## config.mk

```make
export PLATFORM = sky130hd
export DESIGN_NAME = sw_max_tree
export DESIGN_NICKNAME = d
export VERILOG_FILES = /design/src/rtl/sw_pkg.sv /design/src/rtl/sw_max_tree.sv
export VERILOG_INCLUDE_DIRS = /design/src /design/src/rtl
export SDC_FILE = /design/constraint.sdc
export NUM_CORES = 2
export LEC_CHECK = 0
export BUFFER_PORTS_ARGS = -buffer_cell sky130_fd_sc_hd__buf_2
export CAP_MARGIN = 15
export CORE_AREA = 5 5 354 356
export DETAILED_ROUTE_END_ITERATION = 16
export DIE_AREA = 0 0 359 361
export GPL_TIMING_DRIVEN = 1
export SYNTH_ARGS = -nofsm -noshare
export SYNTH_HDL_FRONTEND = slang
export SYNTH_SLANG_ARGS = --single-unit
export TNS_END_PERCENT = 100
```

## constraint.sdc

```tcl
create_clock -name vclk -period 23.7
set_clock_uncertainty 0.2 [all_clocks]
set_input_delay 0 -clock vclk [all_inputs]
set_output_delay 0 -clock vclk [all_outputs]
set_load 0.01 [all_outputs]
```

## src/rtl/sw_cfg.svh

```systemverilog
`ifndef SW_CFG_SVH
`define SW_CFG_SVH
`default_nettype none

// array size, one PE per query base
`define SW_NUM_PE    64

// datapath widths
`define SW_SCORE_W   14
`define SW_POS_W     10

// affine gap and substitution scores
`define SW_GAP_OPEN  (-12)
`define SW_GAP_EXT   (-1)
`define SW_MATCH     2
`define SW_MISMATCH  (-3)

// stop when a diagonal falls this far below the running max
`define SW_XDROP     250

// longest reference a job may stream
`define SW_MAX_REF   400

`default_nettype wire
`endif

```

## src/rtl/sw_pkg.sv

```systemverilog
`include "sw_cfg.svh"
`default_nettype none

package sw_pkg;

    // signed alignment score
    typedef logic signed [`SW_SCORE_W-1:0] score_t;

    // nucleotide code
    typedef logic [1:0] base_t;

    // diagonal index
    typedef logic [`SW_POS_W-1:0] pos_t;

    typedef enum logic [1:0] {
        IDLE = 2'd0,
        CALC = 2'd1,
        DONE = 2'd2
    } ctrl_state_t;

    // empty boundary and masked PE value, -4096 at 14 bits
    localparam score_t NEG_INF = {2'b11, {(`SW_SCORE_W-2){1'b0}}};

endpackage

`default_nettype wire

```

## src/rtl/sw_max_tree.sv

```systemverilog
`include "sw_cfg.svh"
`default_nettype none

module sw_max_tree (
    input  wire logic [`SW_NUM_PE*`SW_SCORE_W-1:0] i_scores,
    output sw_pkg::score_t                         o_max
);

    localparam int N   = `SW_NUM_PE;
    localparam int W   = `SW_SCORE_W;
    localparam int LVL = $clog2(N);

    // layer 0 holds the leaves, each later layer halves the node count
    // the last layer is the single root node
    for (genvar l = 0; l <= LVL; l++) begin : g_lvl
        sw_pkg::score_t node [N >> l];
        for (genvar k = 0; k < (N >> l); k++) begin : g_node
            if (l == 0) begin : g_leaf
                assign node[k] = sw_pkg::score_t'(i_scores[k*W +: W]);
            end else begin : g_max
                assign node[k] = (g_lvl[l-1].node[2*k] > g_lvl[l-1].node[2*k+1])
                               ? g_lvl[l-1].node[2*k] : g_lvl[l-1].node[2*k+1];
            end
        end
    end

    assign o_max = g_lvl[LVL].node[0];

endmodule

`default_nettype wire

```

* Word level (Yosys, flattened, before mapping)
Cells that the tools add are included.
** Operators by class
- Muxes and demuxes :: 63
- Magnitude comparators :: 63
** Operators with widths (count)
- > comparator 14 bit :: 63
- 2-to-1 mux 14 bit :: 63
** Storage, ports and cells
- Output and inout bits :: 14
- Logic and storage cells :: 126
- Bits in registers :: 0
- Input port bits :: 896

* Logic depth before layout (Yosys ltp)
- Word-level depth :: 12
- Mapped depth :: 79
- Depth with buffers taken out :: 73

* Least setup slack after synthesis
OpenSTA, ideal clock, no wires.
- Path kind :: input to output
- Start point :: input port i_scores[127]
- End point :: output port o_max[10]
- Arrival time :: 14.258 ns
- Cell stages on the path :: 75
- Setup slack :: 9.242 ns
- Buffers on the path :: 9
- Path through :: inv_1 ha_1 nor2b_1 o211ai_1 a2111oi_0 or4_1 nand2_1 buf_1 buf_1 a21oi_1 inv_1 ha_1 clkbuf_1 and4_1 nand2_1 o21ba_2 mux2_2 a221oi_2 [... 39 more ...] nor2b_1 o21a_1 o21ai_0 nand2b_1 a21oi_1 nor2b_1 o21ai_0 nand2b_1 a21oi_1 nor2b_1 o21ai_0 nand2b_1 a21oi_1 nor2b_1 o21ai_0 a31oi_1 buf_2 mux2i_1
** Between the ends
- Cells in the longest elaborated chain, start to end :: 12
** Ends and longest elaborated chain
- from (decl) :: line sw_max_tree.sv:5 : input wire logic [`SW_NUM_PE*`SW_SCORE_W-1:0] i_scores,
- > comparator 14 bit :: line sw_max_tree.sv:21 : assign node[k] = (g_lvl[l-1].node[2*k] > g_lvl[l-1].node[2*k+1])
- 2-to-1 mux 14 bit (*) :: line sw_max_tree.sv:22 : ? g_lvl[l-1].node[2*k] : g_lvl[l-1].node[2*k+1];
- > comparator 14 bit :: line sw_max_tree.sv:21
- 2-to-1 mux 14 bit (*) :: line sw_max_tree.sv:22
- > comparator 14 bit :: line sw_max_tree.sv:21
- 2-to-1 mux 14 bit (*) :: line sw_max_tree.sv:22
- > comparator 14 bit :: line sw_max_tree.sv:21
- 2-to-1 mux 14 bit (*) :: line sw_max_tree.sv:22
- > comparator 14 bit :: line sw_max_tree.sv:21
- 2-to-1 mux 14 bit (*) :: line sw_max_tree.sv:22
- > comparator 14 bit :: line sw_max_tree.sv:21
- 2-to-1 mux 14 bit (*) :: line sw_max_tree.sv:22
- to (decl) :: line sw_max_tree.sv:6 : output sw_pkg::score_t o_max
Mark *: on every way between the ends. The rest lies on a longest branch, timed or not.

* Final worst setup path
- Start point :: input port i_scores[133]
- End point :: output port o_max[5]
Same word-level chain as after synthesis.

==> impl_metrics.json <==
{
  "drv_cap": 0,
  "setup-tns-final_ns": 0,
  "yosysTopAreaCellShare_pct": 25.7,
  "yosysWarnings": 0,
  "synthSimpleGateAreaFrac_pct": 21.6,
  "stdcell_area_um2": 43200,
  "routed_via_density": 5.50,
  "grt_start_max_net_pins": 29,
  "rsz0062_at_grt": "false",
  "antenna_found_initial": 66,
  "seq_area_frac_synth_pct": 0,
  "place_ws_ns": 7.15,
  "dp.cells": 7756,
  "synth_top_family_by_area": "compound AO/OA/AOI/OAI gates",
  "grt_pass1_vias": 41300,
  "sequential_cell_total": 0,
  "clock_buffers": 0,
  "drt_pass1_iterations": 7,
  "dp_hpwl_um": 148000,
  "initial_core_util_pct": 30.3,
  "crit_path_end_kind": "output pin",
  "final_net_count": 7788,
  "drive_above_1_share_pct": 19.1,
  "area_delta_synth_final_pct": 17.5,
  "top_layer": "met5",
  "critPathTopFamily": "compound AO/OA/AOI/OAI gates",
  "status": "finished clean",
  "wl_met1_um": 65800,
  "cp-startpoint": "i_scores[133]",
  "cp_slowest_cell": "a31oi_4",
  "fin_cells": 7800,
  "synthMuxAreaShare_pct": 12.6,
  "die_w_um": 359,
  "syn_nets": 6973,
  "min_from": "i_scores[57]",
  "worst_slack_ns": 7.11,
  "cp-start-kind": "input pin",
  "ff_latch_area_um2": 0,
  "synth_area_um2": 36800,
  "cp-endpoint": "o_max[5]",
  "fill_cells": 13200,
  "syn_inst": 5321,
  "arrival_ns": 16.39,
  "num_io_pins": 910,
  "tightest_slew_ns": 1.10,
  "drv_slew": 0,
  "fin_crit_ns": 16.59,
  "wl_met2_um": 79800,
  "hold_depth": 8,
  "cp.depth": 68,
  "synth.avg_cell_area_um2": 6.92,
  "path_max_fanout": 23,
  "crit_buf_inv": 8,
  "track_usage_pct": 23.1,
  "grt_overflow_total": 0,
  "antenna_left": 0,
  "fin_crit_sh_pct": 70.0,
  "required_ns": 23.50,
  "synthAdderAreaFrac_pct": 26.5,
  "hold_buffers": 0,
  "wl_um": 162000,
  "path_class": "in -> out",
  "fmax_ghz": 0.0603,
  "drcViolationCount": 0,
  "dr_wl_met3_um": 10400,
  "ys_top_cells_by_area": "ha_1 26%, mux2i_1 8.7%, inv_1 7.9%",
  "finalSetupViolCount": 0,
  "synth_xor_area_share_pct": 2.02,
  "synth.distinct_cells": 117,
  "cts_resized": 0,
  "postCtsSetupBuffers": 0,
  "multi_input_comb_area_um2": 33400,
  "grt_pass1_wl_um": 239000,
  "gp_congestion": 1.01,
  "post_dp_cell_area_um2": 43100,
  "vias": 42900,
  "min_path_type": "in -> out",
  "portBuffers": 910,
  "rows": 128,
  "relSlewSlack_pct": 25.3,
  "post_drt_wl_per_cell_um": 20.8,
  "yosysTopAreaCell": "ha_1",
  "synth_compound_area_share_pct": 27.7,
  "die_area_um2": 130000,
  "finalHoldViolations": 0,
  "first_iter_violations": 3001,
  "cpMostUsedCell": "o21ai_0",
  "die_h_um": 361,
  "core_um2": 121000,
  "slowest_delay_ns": 0.77
}
[cell families after synthesis]
| kind of cell | Yosys count |
|---|---|
| simple gates | 1565 |
| compound gates | 1527 |
| buf+inv | 911 |
| fa+ha+maj | 786 |
| mux | 447 |
| xor+xnor | 85 |
[area by class of cell]
class	instances	share of cell area, %
Multi-Input combinational cell	4410	77.1
Tap cell	1625	4.70
Antenna cell	41	0.237
Inverter	775	6.73
Timing Repair Buffer	949	11.2
[synth_stat cells, drive strengths merged (34+ instances only)]
cell type / instances
xnor2: 67
nor4: 34
o31ai: 36
clkbuf: 96
nor2: 409
a21oi: 513
ha: 756
mux2i: 322
or3: 36
inv: 774
o21a: 47
a21boi: 37
nand2b: 78
and2: 42
and3: 50
nor3: 76
nand2: 363
o211ai: 48
o21ai: 253
a211oi: 83
nand3: 134
buf: 40
nand4: 129
nor2b: 59
a31oi: 60
a21o: 111
and4: 50
mux2: 125
[how the worst min path moves through the flow]
| stage | to | slack (ns) |
|---|---|---|
| 2_1_floorplan | o_max[8] | 0.55 |
| 3_3_place_gp | o_max[1] | 1.13 |
| 3_5_place_dp | o_max[1] | 1.17 |
| 4_1_cts | o_max[1] | 1.17 |
| 5_1_grt | o_max[10] | 1.26 |
| 6_report | o_max[1] | 1.18 |
[stage by stage]
stage          hold WS [ns]  util, %
6_report               1.18     35.6
5_1_grt                1.26     35.6
4_1_cts                1.17     35.5
3_5_place_dp           1.17     35.5
3_3_place_gp           1.13     35.5
2_1_floorplan         0.548        -
[cells in the final DEF, fill, tap and decap left out, drive strengths merged, types with 78 or more instances in the layout]
| master | instances |
|---|---|
| nand2 | 363 |
| nand3 | 134 |
| nor2 | 409 |
| a211oi | 83 |
| inv | 774 |
| a21o | 111 |
| o21ai | 253 |
| nand4 | 129 |
| buf | 949 |
| mux2i | 322 |
| ha | 756 |
| mux2 | 125 |
| nand2b | 78 |
| a21oi | 513 |
[metal layers]
layer / vias up / global-route usage [%]
met3: 244 / 3.66
met4: 32 / 7.13
li1: 21300 / -
met2: 1413 / 42.8
met1: 19900 / 27.1
met5: - / 0
Power is not shown: default switching activity piles up to over one toggle a cycle in this logic, so the estimate is an artifact.
