**src/rtl/sw_cfg.svh**
```systemverilog
`ifndef SW_CFG_SVH
`define SW_CFG_SVH
`default_nettype none

// array size, one PE per query base
`define SW_NUM_PE    64

// datapath widths
`define SW_SCORE_W   14
`define SW_POS_W     10

// affine gap and substitution scores
`define SW_GAP_OPEN  (-12)
`define SW_GAP_EXT   (-1)
`define SW_MATCH     2
`define SW_MISMATCH  (-3)

// stop when a diagonal falls this far below the running max
`define SW_XDROP     250

// longest reference a job may stream
`define SW_MAX_REF   400

`default_nettype wire
`endif

```
**src/rtl/sw_pkg.sv**
```systemverilog
`include "sw_cfg.svh"
`default_nettype none

package sw_pkg;

    // signed alignment score
    typedef logic signed [`SW_SCORE_W-1:0] score_t;

    // nucleotide code
    typedef logic [1:0] base_t;

    // diagonal index
    typedef logic [`SW_POS_W-1:0] pos_t;

    typedef enum logic [1:0] {
        IDLE = 2'd0,
        CALC = 2'd1,
        DONE = 2'd2
    } ctrl_state_t;

    // empty boundary and masked PE value, -4096 at 14 bits
    localparam score_t NEG_INF = {2'b11, {(`SW_SCORE_W-2){1'b0}}};

endpackage

`default_nettype wire

```
**src/rtl/sw_stripe_ctrl.sv**
```systemverilog
`include "sw_cfg.svh"
`default_nettype none

module sw_stripe_ctrl (
    input  wire logic           i_clk,
    input  wire logic           i_rst,
    input  wire logic           i_start,
    input  wire logic           i_ref_valid,
    input  wire sw_pkg::base_t  i_ref_base,
    input  wire logic           i_ref_last,
    input  wire sw_pkg::score_t i_diag_max,
    input  wire logic           i_last_pe_en,
    output logic                o_load_query,
    output logic                o_inj_valid,
    output sw_pkg::base_t       o_inj_base,
    output sw_pkg::score_t      o_top_v,
    output sw_pkg::score_t      o_diag_v,
    output sw_pkg::score_t      o_top_d,
    output sw_pkg::score_t      o_left_v,
    output logic                o_busy,
    output logic                o_done,
    output sw_pkg::score_t      o_max_score,
    output sw_pkg::pos_t        o_end_diag,
    output logic                o_xdrop
);

    sw_pkg::ctrl_state_t state;
    sw_pkg::pos_t        diag_cnt;
    sw_pkg::score_t      local_max;
    sw_pkg::score_t      new_max;
    sw_pkg::score_t      drop_lvl;
    logic                eval_on;
    logic                ref_done;
    logic                last_pe_q;
    logic                pe_fall;
    logic                calc_on;
    logic                eval;
    logic                stop;

    assign o_load_query = i_start && (state == sw_pkg::IDLE);
    assign o_inj_valid  = (state == sw_pkg::CALC) && i_ref_valid;
    assign o_inj_base   = i_ref_base;
    assign o_top_d      = sw_pkg::NEG_INF;
    assign o_busy       = (state != sw_pkg::IDLE);
    assign o_max_score  = local_max;

    // last PE finished its final column
    assign pe_fall = last_pe_q && !i_last_pe_en && ref_done;
    assign calc_on = (state == sw_pkg::CALC) && eval_on;
    assign eval    = calc_on && !pe_fall;

    // X-drop test against the max including this diagonal
    assign new_max  = (i_diag_max > local_max) ? i_diag_max : local_max;
    assign drop_lvl = new_max - sw_pkg::score_t'(`SW_XDROP);
    assign stop     = (i_diag_max < drop_lvl);

    // boundary row and column scores by running adders
    always_ff @(posedge i_clk) begin
        if (o_load_query) begin
            o_top_v  <= sw_pkg::score_t'(`SW_GAP_OPEN);
            o_diag_v <= '0;
            o_left_v <= sw_pkg::score_t'(`SW_GAP_OPEN);
        end else begin
            if (o_inj_valid) begin
                o_diag_v <= o_top_v;
                o_top_v  <= o_top_v + sw_pkg::score_t'(`SW_GAP_EXT);
            end
            // one more PE reaches column 1 each cycle
            if (o_inj_valid || calc_on) begin
                o_left_v <= o_left_v + sw_pkg::score_t'(`SW_GAP_EXT);
            end
        end
    end

    always_ff @(posedge i_clk or posedge i_rst) begin
        if (i_rst) begin
            state      <= sw_pkg::IDLE;
            diag_cnt   <= '0;
            local_max  <= sw_pkg::NEG_INF;
            eval_on    <= 1'b0;
            ref_done   <= 1'b0;
            last_pe_q  <= 1'b0;
            o_done     <= 1'b0;
            o_end_diag <= '0;
            o_xdrop    <= 1'b0;
        end else begin
            o_done    <= 1'b0;
            last_pe_q <= i_last_pe_en;
            if (i_ref_valid && i_ref_last) begin
                ref_done <= 1'b1;
            end
            case (state)
                sw_pkg::IDLE: begin
                    if (i_start) begin
                        state      <= sw_pkg::CALC;
                        diag_cnt   <= '0;
                        local_max  <= sw_pkg::NEG_INF;
                        eval_on    <= 1'b0;
                        ref_done   <= 1'b0;
                        last_pe_q  <= 1'b0;
                        o_end_diag <= '0;
                        o_xdrop    <= 1'b0;
                    end
                end
                sw_pkg::CALC: begin
                    // first diagonal is ready the cycle after the first base
                    if (o_inj_valid) begin
                        eval_on <= 1'b1;
                    end
                    if (eval) begin
                        diag_cnt  <= diag_cnt + sw_pkg::pos_t'(1);
                        local_max <= new_max;
                        if (stop) begin
                            state      <= sw_pkg::DONE;
                            o_end_diag <= diag_cnt;
                            o_xdrop    <= 1'b1;
                        end
                    end
                    if (pe_fall) begin
                        state      <= sw_pkg::DONE;
                        o_end_diag <= diag_cnt - sw_pkg::pos_t'(1);
                    end
                end
                sw_pkg::DONE: begin
                    // drain what is left of the reference stream
                    if (ref_done || (i_ref_valid && i_ref_last)) begin
                        state  <= sw_pkg::IDLE;
                        o_done <= 1'b1;
                    end
                end
                default: begin
                    state <= sw_pkg::IDLE;
                end
            endcase
        end
    end

    // driver sends bases only inside a job
    a_no_ref_idle : assert property (@(posedge i_clk) disable iff (i_rst)
        (state == sw_pkg::IDLE) |-> !i_ref_valid);

endmodule

`default_nettype wire

```
**config.mk**
```make
export PLATFORM = sky130hd
export DESIGN_NAME = sw_stripe_ctrl
export DESIGN_NICKNAME = d
export VERILOG_FILES = /design/src/rtl/sw_pkg.sv /design/src/rtl/sw_stripe_ctrl.sv
export VERILOG_INCLUDE_DIRS = /design/src /design/src/rtl
export SDC_FILE = /design/constraint.sdc
export NUM_CORES = 1
export LEC_CHECK = 0
export CAP_MARGIN = 20
export CORE_ASPECT_RATIO = 0.75
export CORE_MARGIN = 2
export CORE_UTILIZATION = 35
export CTS_CLUSTER_SIZE = 28
export DETAILED_ROUTE_END_ITERATION = 8
export DONT_BUFFER_PORTS = 1
export GPL_TIMING_DRIVEN = 0
export MAX_ROUTING_LAYER = met4
export PLACE_DENSITY_LB_ADDON = 0.08
export REMOVE_ABC_BUFFERS = 1
export SLEW_MARGIN = 40
export SYNTH_ARGS = -nofsm -noshare
export SYNTH_HDL_FRONTEND = slang
export SYNTH_SLANG_ARGS = --single-unit
```
**constraint.sdc**
```tcl
create_clock -name i_clk -period 13.65 [get_ports i_clk]
set_input_delay 2.73 -clock i_clk [delete_from_list [all_inputs] [get_ports i_clk]]
set_output_delay 2.73 -clock i_clk [all_outputs]
set_load 0.05 [all_outputs]
```
-- After elaboration in Yosys (flattened, before gate mapping)
Index checks and enable logic that the tools add are counted.
- word-level logic and storage cells: 77
- register bits: 83
- output and inout port bits: 87
- add/subtract/negate cells: 5
- magnitude comparators: 2
- muxes and demuxes: 30
- equal/unequal tests: 9
- reductions and logical operators: 19
- operator list (operator ; number):
    two-way mux 10 bit ; 5
    two-way mux 14 bit ; 3
    case mux 10 bit (2 select lines) ; 2
    adder 14 x 1 -> 14 bit (second input constant) ; 2
    case mux 14 bit (2 select lines) ; 1
    > comparator 14 bit ; 1
    less-than comparator 14 bit ; 1
    subtractor 14 x 9 -> 14 bit (second input constant) ; 1
    AND reduction 4 bit ; 3
    two-way mux 1 bit ; 11
    adder 10 x 1 -> 10 bit (second input constant) ; 1
    two-way mux 2 bit ; 5
    != test 2 bit (second input constant) ; 5
    subtractor 10 x 1 -> 10 bit (second input constant) ; 1
    logical AND 1 bit ; 7
    != test 3 bit (second input constant) ; 2
    case mux 2 bit (3 select lines) ; 1
    AND reduction 3 bit ; 2
    case mux 1 bit (2 select lines) ; 2
    nonzero test 2 bit ; 2
    equality test 2 x 1 -> 1 bit (second input constant) ; 1
    equality test 2 bit (second input constant) ; 1
    zero test 1 bit ; 2
    zero test 2 bit ; 1
    logical OR 1 bit ; 2

-- Longest topological paths before layout
Gate-level depths: netlist (run 1).
- depth after elaboration: 8
- depth in mapped cells: 26

-- Worst setup path before layout (run 1)
No wires, ideal clock.
- path type: input-to-reg
- start point: in i_diag_max[7]
- end point: reg o_end_diag[0]
- stages on the path: 24
- arrival time: 7.370 ns
- setup slack: 6.136 ns
- required time: 13.506 ns
- buffers on the path: 1
- path through: ha_1 a21o_1 a221o_1 a221oi_4 a21oi_4 clkbuf_1 a21oi_1 ha_1 nand3b_1 nor2_1 and2_1 mux2i_1 nand2b_1 xnor2_1 mux2i_1 ha_1 nand2_1 o21ai_0 nor4_1 nor3_1 o311ai_1 o41ai_2 a2111oi_4 o22ai_1
- longest elaborated chain between the ends: 6
- ends and longest elaborated chain (what ; RTL line ; RTL):
    start: declaration ; sw_stripe_ctrl.sv:11 ; input wire sw_pkg::score_t i_diag_max,
    > comparator 14 bit ; sw_stripe_ctrl.sv:53 ; assign new_max = (i_diag_max > local_max) ? i_diag_max : local_max;
    two-way mux 14 bit ; sw_stripe_ctrl.sv:53 ;
    subtractor 14 x 9 -> 14 bit ; sw_stripe_ctrl.sv:54 ; assign drop_lvl = new_max - sw_pkg::score_t'(`SW_XDROP);
    less-than comparator 14 bit (*) ; sw_stripe_ctrl.sv:55 ; assign stop = (i_diag_max < drop_lvl);
    != test 3 bit (no source line) (*) ; - ;
    AND reduction 4 bit (no source line) (*) ; - ;
    end signal: assignment ; sw_stripe_ctrl.sv:115 ; o_end_diag <= diag_cnt;
    end signal: assignment ; sw_stripe_ctrl.sv:121 ; o_end_diag <= diag_cnt - sw_pkg::pos_t'(1);
    end: declaration ; sw_stripe_ctrl.sv:23 ; output sw_pkg::pos_t o_end_diag,
Mark *: on every way between the ends. The rest lies on a longest branch, timed or not.
A chain may end at the register's enable or synchronous reset.

-- Final worst setup path (run 1)
- start point: in i_diag_max[12]
- end point: reg o_end_diag[7]
Same word-level chain as after synthesis.

==> impl_metrics.csv, run 1 <==
group,metric,value,unit
critical_path,cp_data_arrival_time,8550,ps
critical_path,crit_cells,24,
logic_synthesis,synthFlopType,"dfxtp_1",
floorplanning,core,13700,um^2
logic_synthesis,synth_cell_type_count,53,
placed_design,io_buffers,0,
sta,setup_viol,0,
clock_network,clk_path_buf_depth,2,
critical_path,cpMaxStageDelayCell,"a2111oi_4",
logic_synthesis,async_reset_ff_share,49.4,%
global_routing,grt_max_degree,44,
sta,tightest_slew,748,ps
clock_network,path_clk_slew,70,ps
global_routing,grt_usage,17.6,%
drt,ant_nets,0,
logic_synthesis,synth_top_family_by_area,"simple AND/OR/NAND/NOR gates",
clock_network,worstSkewPairLatency,350,ps
global_routing,grt.overflow.total,0,
critical_path,worst-path-buf-inv,0,
cells_and_area,final_cells,735,
clock_network,htreeDepth,3,
logic_synthesis,ys_seq_area_share,38.4,%
drt,vias,3814,
critical_path,critical_path.top_delay_family,"compound AO/OA/AOI/OAI gates",
critical_path,required,13840,ps
logic_synthesis,synth_edf_count,0,
logic_synthesis,syn_avg_cell_area,8.53,um^2
run,cap_violations,0,
critical_path,cp-startpoint,"i_diag_max[12]",
drt,finalWirelength,12100,um
sta,rsz0062_at_grt,"false",
run_status,status,"completed",
cells_and_area,drive_gt1_share,6.07,%
global_routing,grt_pass1_vias,3738,
critical_path,r2r_start,"o_max_score[12]$_DFFE_PP1P_",
cells_and_area,stdcell_area,5280,um^2
critical_path,slowest_delay,680,ps
floorplanning,rows,37,
drt,drtPass1Iterations,4,
drt,avgRoutedWirePerCell,16.5,um
floorplanning,die_h,106,um
clock_network,hold_buffers,0,
critical_path,r2r_cells,25,
cells_and_area,layout.nets,609,
sta,skew,6.90,ps
logic_synthesis,yosys.area_share.simple,22.6,%
cells_and_area,final_common_cell,"nand2_1",
drt,first_iter_violations,192,
placed_design,placedCellCount,719,
clock_network,clock-sinks,83,
critical_path,crit_end,"o_end_diag[7]$_DFFE_PP0P_",
cells_and_area,diodes,0,
critical_path,cp_common_cell,"ha_1",
sta,finalSetupTns,0,ps
sta,post-route-period-util,61.2,%
sta,fmax,120,MHz
pwr,power_density,260,nW/um^2
logic_synthesis,synth_compound_area_share,13.5,%
clock_network,cts-root-buf,"clkbuf_16",
min_path,hold_depth,2,
critical_path,worstReg2RegEnd,"o_end_diag[7]$_DFFE_PP0P_",
placed_design,place_hpwl,8690,um
drt,drc,0,
logic_synthesis,syn-cell-area,4870,um^2
clock_network,post_cts_buffers,0,
critical_path,critPathKind,"in -> reg",
cells_and_area,syn_to_final_growth,8.38,%
critical_path,path_cells,"ha_1 > and4_1 > nand4_1 > a31o_1 > a21oi_4 > nor2_1 > a21oi_1 > ha_1 > nand3b_1 > nor2_1 > and2_1 > mux2i_1 > nand2b_1 > xnor2_1 > mux2i_1 > ha_1 > nand2_1 > o21ai_0 > nor4_1 > nor3_1 > o311ai_1 > o41ai_2 > a2111oi_4 > o22ai_1",
critical_path,start_kind,"primary input",
min_path,hold_class,"reg -> reg",
clock_network,cts_resized,0,
global_routing,grt_pass1_wl,20000,um
floorplanning,die_area,14900,um^2
critical_path,reg2reg_setup_slack,6750,ps
clock_network,numCtsBuffers,9,
sta,relSlewSlack,50.0,%
pwr,p_leak,2.19,nW
logic_synthesis,synthXorXnorAreaFrac,9.53,%
placed_design,gp_congestion,0.787,
critical_path,critPathCaptureType,"register",
pwr,peakVddDrop,113,uV
cells_and_area,final_cell_mix,"nand2_1 (84), nor2_1 (43), dfxtp_1 (42), dfrtp_1 (39), xnor2_1 (37)",
logic_synthesis,ys_ff_latch,83,
clock_network,cts_tree,"done",
logic_synthesis,syn_inst,571,
logic_synthesis,yosys_warnings,0,
critical_path,path_max_fanout,27,
floorplanning,io_pins,109,
drt,via_per_inst,5.19,
floorplanning,die_x,140,um
logic_synthesis,synthAdderAreaFrac,8.22,%
sta,hold_viol,0,
logic_synthesis,muxShareOfSynthArea,0.822,%
sta,maxSlewViolCount,0,
placed_design,placed_area,4950,um^2
global_routing,grt_antenna_before_repair,0,
floorplanning,start_util,35.6,%
sta,fin_crit,8360,ps
worst min path at each step:
| stage | from | to | slack (ps) |
|---|---|---|---|
| after floorplan | ref_done$_DFF_PP0_ | ref_done$_DFF_PP0_ | 490 |
| after detailed placement | ref_done$_DFF_PP0_ | ref_done$_DFF_PP0_ | 540 |
| after global routing | ref_done$_DFF_PP0_ | ref_done$_DFF_PP0_ | 590 |
| after global placement | ref_done$_DFF_PP0_ | ref_done$_DFF_PP0_ | 520 |
| after CTS | ref_done$_DFF_PP0_ | ref_done$_DFF_PP0_ | 560 |
| final | ref_done$_DFF_PP0_ | ref_done$_DFF_PP0_ | 550 |
per-stage QoR:
stage	setup slack (ps)	total power, mW	utilization [%]	hold slack [ps]
finish	5290	1.37	38.6	548
global route	4770	1.48	38.6	587
CTS	5330	1.39	38.6	556
detailed placement	4980	1.12	36.3	538
global placement	4790	1.11	36.0	516
floorplan	5960	0.983	-	486
metal layers:
metal / wire (um) / global-route usage, % / vias up
met5: 0 / - / -
met3: 833 / 6.62 / 11
met2: 4840 / 24.5 / 97
met1: 6290 / 24.3 / 1804
met4: 140 / 3.82 / 0
li1: - / - / 1902
tightest hold or removal path: stages, from the launching register on:
cell and delay (ps):
dfrtp_1 350, a21oi_1 70, nor2_1 90
Yosys cell counts, types with 17 or more instances:
master	instances	area (um^2)
nor2_1	43	161
o21ai_0	26	130
inv_1	27	101
a21oi_1	35	175
ha_1	32	400
xnor2_1	37	324
dfxtp_1	42	841
nand2_1	85	319
clkbuf_1	19	71.3
dfrtp_1	39	976
buf_4	17	128
nor3_1	19	95.1
where the power goes:
part | internal, mW | total (mW) | switching, mW
logic | 0.189 | 0.498 | 0.309
registers | 0.317 | 0.611 | 0.294
clock network | 0.153 | 0.261 | 0.108
state kept, by name, summed over array words and instances (netlist names):
register and cells:
o_top_v 14, state 2, ref_done 1, o_left_v 14, eval_on 1, o_xdrop 1, o_end_diag 10, o_done 1
diag_cnt 10, o_diag_v 14, last_pe_q 1, o_max_score 14
cell type report:
class,instances,area [um^2]
Tap cell,175,219
Multi-Input combinational cell,431,2730
Fill cell,1404,8380
Timing Repair Buffer,1,20.0
Clock buffer,12,289
Inverter,29,118
Clock inverter,4,35.0
Sequential cell,83,1870
cell families after synthesis:
kind of cell | count (synthesis)
flops | 83
fa+ha+maj | 32
buf+inv | 69
simple gates | 226
mux | 4
compound gates | 102
other cells | 2
xor+xnor | 53
Power figures use the tool's default switching activity.
==> run 2: changes to the inputs <==
==> constraint.sdc (replaced) <==
create_clock -name i_clk -period 7.1 [get_ports i_clk]
set_input_delay 1.42 -clock i_clk [delete_from_list [all_inputs] [get_ports i_clk]]
set_output_delay 1.42 -clock i_clk [all_outputs]
set_load 0.05 [all_outputs]
==> impl_metrics.csv, run 2 (synthesis results as in run 1) <==
group,metric,value,unit
critical_path,worstReg2RegEnd,"o_end_diag[9]$_DFFE_PP0P_",
cells_and_area,stdcell_area,5300,um^2
critical_path,required,7310,ps
global_routing,grt_usage,17.6,%
critical_path,path_max_fanout,14,
clock_network,clk_path_buf_depth,2,
clock_network,worstSkewPairLatency,350,ps
global_routing,grt_max_degree,44,
clock_network,htreeDepth,3,
critical_path,start_kind,"primary input",
placed_design,io_buffers,0,
global_routing,grt_pass1_wl,20000,um
pwr,power,2.66,mW
critical_path,cp_data_arrival_time,6780,ps
placed_design,placedCellCount,719,
clock_network,cts-root-buf,"clkbuf_16",
floorplanning,core,13700,um^2
drt,drc,0,
sta,skew,7.07,ps
sta,hold_slack,543,ps
floorplanning,die_h,106,um
critical_path,slowest_delay,440,ps
cells_and_area,syn_to_final_growth,8.89,%
critical_path,r2r_cells,24,
cells_and_area,seqCellArea,1870,um^2
critical_path,worst-path-buf-inv,0,
critical_path,critPathKind,"in -> reg",
drt,ant_nets,0,
cells_and_area,drive_gt1_share,6.41,%
placed_design,gp_congestion,0.787,
min_path,hold_depth,2,
sta,setup_slack,529,ps
drt,vias,3835,
critical_path,critPathCaptureType,"register",
placed_design,dp_slack,-260,ps
drt,avgRoutedWirePerCell,16.6,um
clock_network,numCtsBuffers,9,
floorplanning,die_area,14900,um^2
floorplanning,rows,37,
sta,fin_crit,6570,ps
cells_and_area,final_cell_mix,"nand2_1 (84), nor2_1 (43), dfxtp_1 (42), dfrtp_1 (39), xnor2_1 (37)",
pwr,power_density,501,nW/um^2
sta,post-route-period-util,92.6,%
cells_and_area,layout.nets,611,
cells_and_area,final_cells,737,
pwr,p_leak,2.19,nW
run_status,status,"completed",
drt,drtPass1Iterations,6,
critical_path,path_cells,"ha_1 > and4_1 > nand4_1 > a31o_1 > a21oi_4 > nor2_1 > a21oi_1 > ha_1 > nand3b_1 > nor2_1 > and2_1 > mux2i_1 > nand4_1 > xnor2_1 > mux2i_1 > ha_1 > nand4_1 > or3_1 > nor2_1 > o311ai_1 > o41a_1 > a31oi_4 > o22ai_1",
critical_path,critical_path.top_delay_family,"simple AND/OR/NAND/NOR gates",
placed_design,place_hpwl,8690,um
floorplanning,die_x,140,um
critical_path,crit_cells,23,
min_path,hold_class,"reg -> reg",
sta,fmax,152,MHz
sta,tightest_slew,773,ps
clock_network,clock-sinks,83,
global_routing,grt.overflow.total,0,
drt,finalWirelength,12300,um
clock_network,cts_tree,"done",
critical_path,cpMaxStageDelayCell,"or3_1",
sta,relSlewSlack,48.5,%
drt,first_iter_violations,174,
sta,hold_viol,0,
sta,finalSetupTns,0,ps
critical_path,reg2reg_setup_slack,680,ps
sta,setup_viol,0,
cells_and_area,final_common_cell,"nand2_1",
cells_and_area,diodes,0,
floorplanning,io_pins,109,
sta,maxSlewViolCount,0,
drt,via_per_inst,5.20,
placed_design,placed_area,4950,um^2
global_routing,grt_antenna_before_repair,0,
critical_path,cp-startpoint,"i_diag_max[12]",
global_routing,grt_pass1_vias,3738,
pwr,peakVddDrop,217,uV
sta,rsz0062_at_grt,"false",
clock_network,path_clk_slew,70,ps
critical_path,r2r_start,"o_max_score[12]$_DFFE_PP1P_",
cells_and_area,post-route-util,38.8,%
run,cap_violations,0,
cells_and_area,multi_input_area,2740,um^2
critical_path,crit_end,"o_end_diag[9]$_DFFE_PP0P_",
cells_and_area,fillers,1404,
floorplanning,start_util,35.6,%
run 2: changes by cell type in the layout (fill, tap and decap cells not counted), sizes merged:
cell | previous run | this run
buf | 1 | 2
a21oi | 36 | 37
run 2: worst reg2reg max path, stage by stage (launching register included):
cell	delay (ps)
dfstp_2	720
inv_1	160
ha_1	380
and4_1	310
nand4_1	170
a31o_1	290
a21oi_4	390
nor2_1	80
a21oi_1	220
ha_1	320
nand3b_1	180
nor2_1	90
and2_1	160
mux2i_1	390
nand4_1	180
xnor2_1	180
mux2i_1	110
ha_1	330
nand4_1	90
or3_1	440
nor2_1	130
o311ai_1	150
o41a_1	220
a31oi_4	410
o22ai_1	160
run 2: layout make-up:
type / instances / share of cell area, %
Tap cell: 175 / 4.13
Multi-Input combinational cell: 432 / 51.8
Clock buffer: 12 / 5.45
Sequential cell: 83 / 35.3
Timing Repair Buffer: 2 / 0.519
Inverter: 29 / 2.22
Clock inverter: 4 / 0.661
run 2: what timing repair did:
| item | 4_1_cts | 5_1_grt |
|---|---|---|
| hold buffers | 0 | 0 |
| endpoints found under the setup margin | 0 | 11 |
| setup buffers | 0 | 1 |
| endpoints found under the hold margin | 0 | 0 |
| resized for setup | 0 | 1 |
run 2: layer usage:
metal,GRT usage [%],wire length [um]
met5,-,0
met3,6.62,846
met2,24.5,4960
met1,24.3,6340
met4,3.82,123
run 2: worst min-delay path by stage:
stage	start	end	slack (ps)
after global placement	ref_done$_DFF_PP0_	ref_done$_DFF_PP0_	520
after CTS	ref_done$_DFF_PP0_	ref_done$_DFF_PP0_	560
final	ref_done$_DFF_PP0_	ref_done$_DFF_PP0_	540
after detailed placement	ref_done$_DFF_PP0_	ref_done$_DFF_PP0_	540
after global routing	ref_done$_DFF_PP0_	ref_done$_DFF_PP0_	590
after floorplan	ref_done$_DFF_PP0_	ref_done$_DFF_PP0_	490
run 2: power breakdown:
group | switching [mW] | leakage [nW] | internal [mW] | total, mW
clock | 0.209 | 0.162 | 0.294 | 0.504
combinational | 0.607 | 1.15 | 0.373 | 0.979
sequential | 0.566 | 0.887 | 0.609 | 1.18
total | 1.38 | 2.19 | 1.28 | 2.66
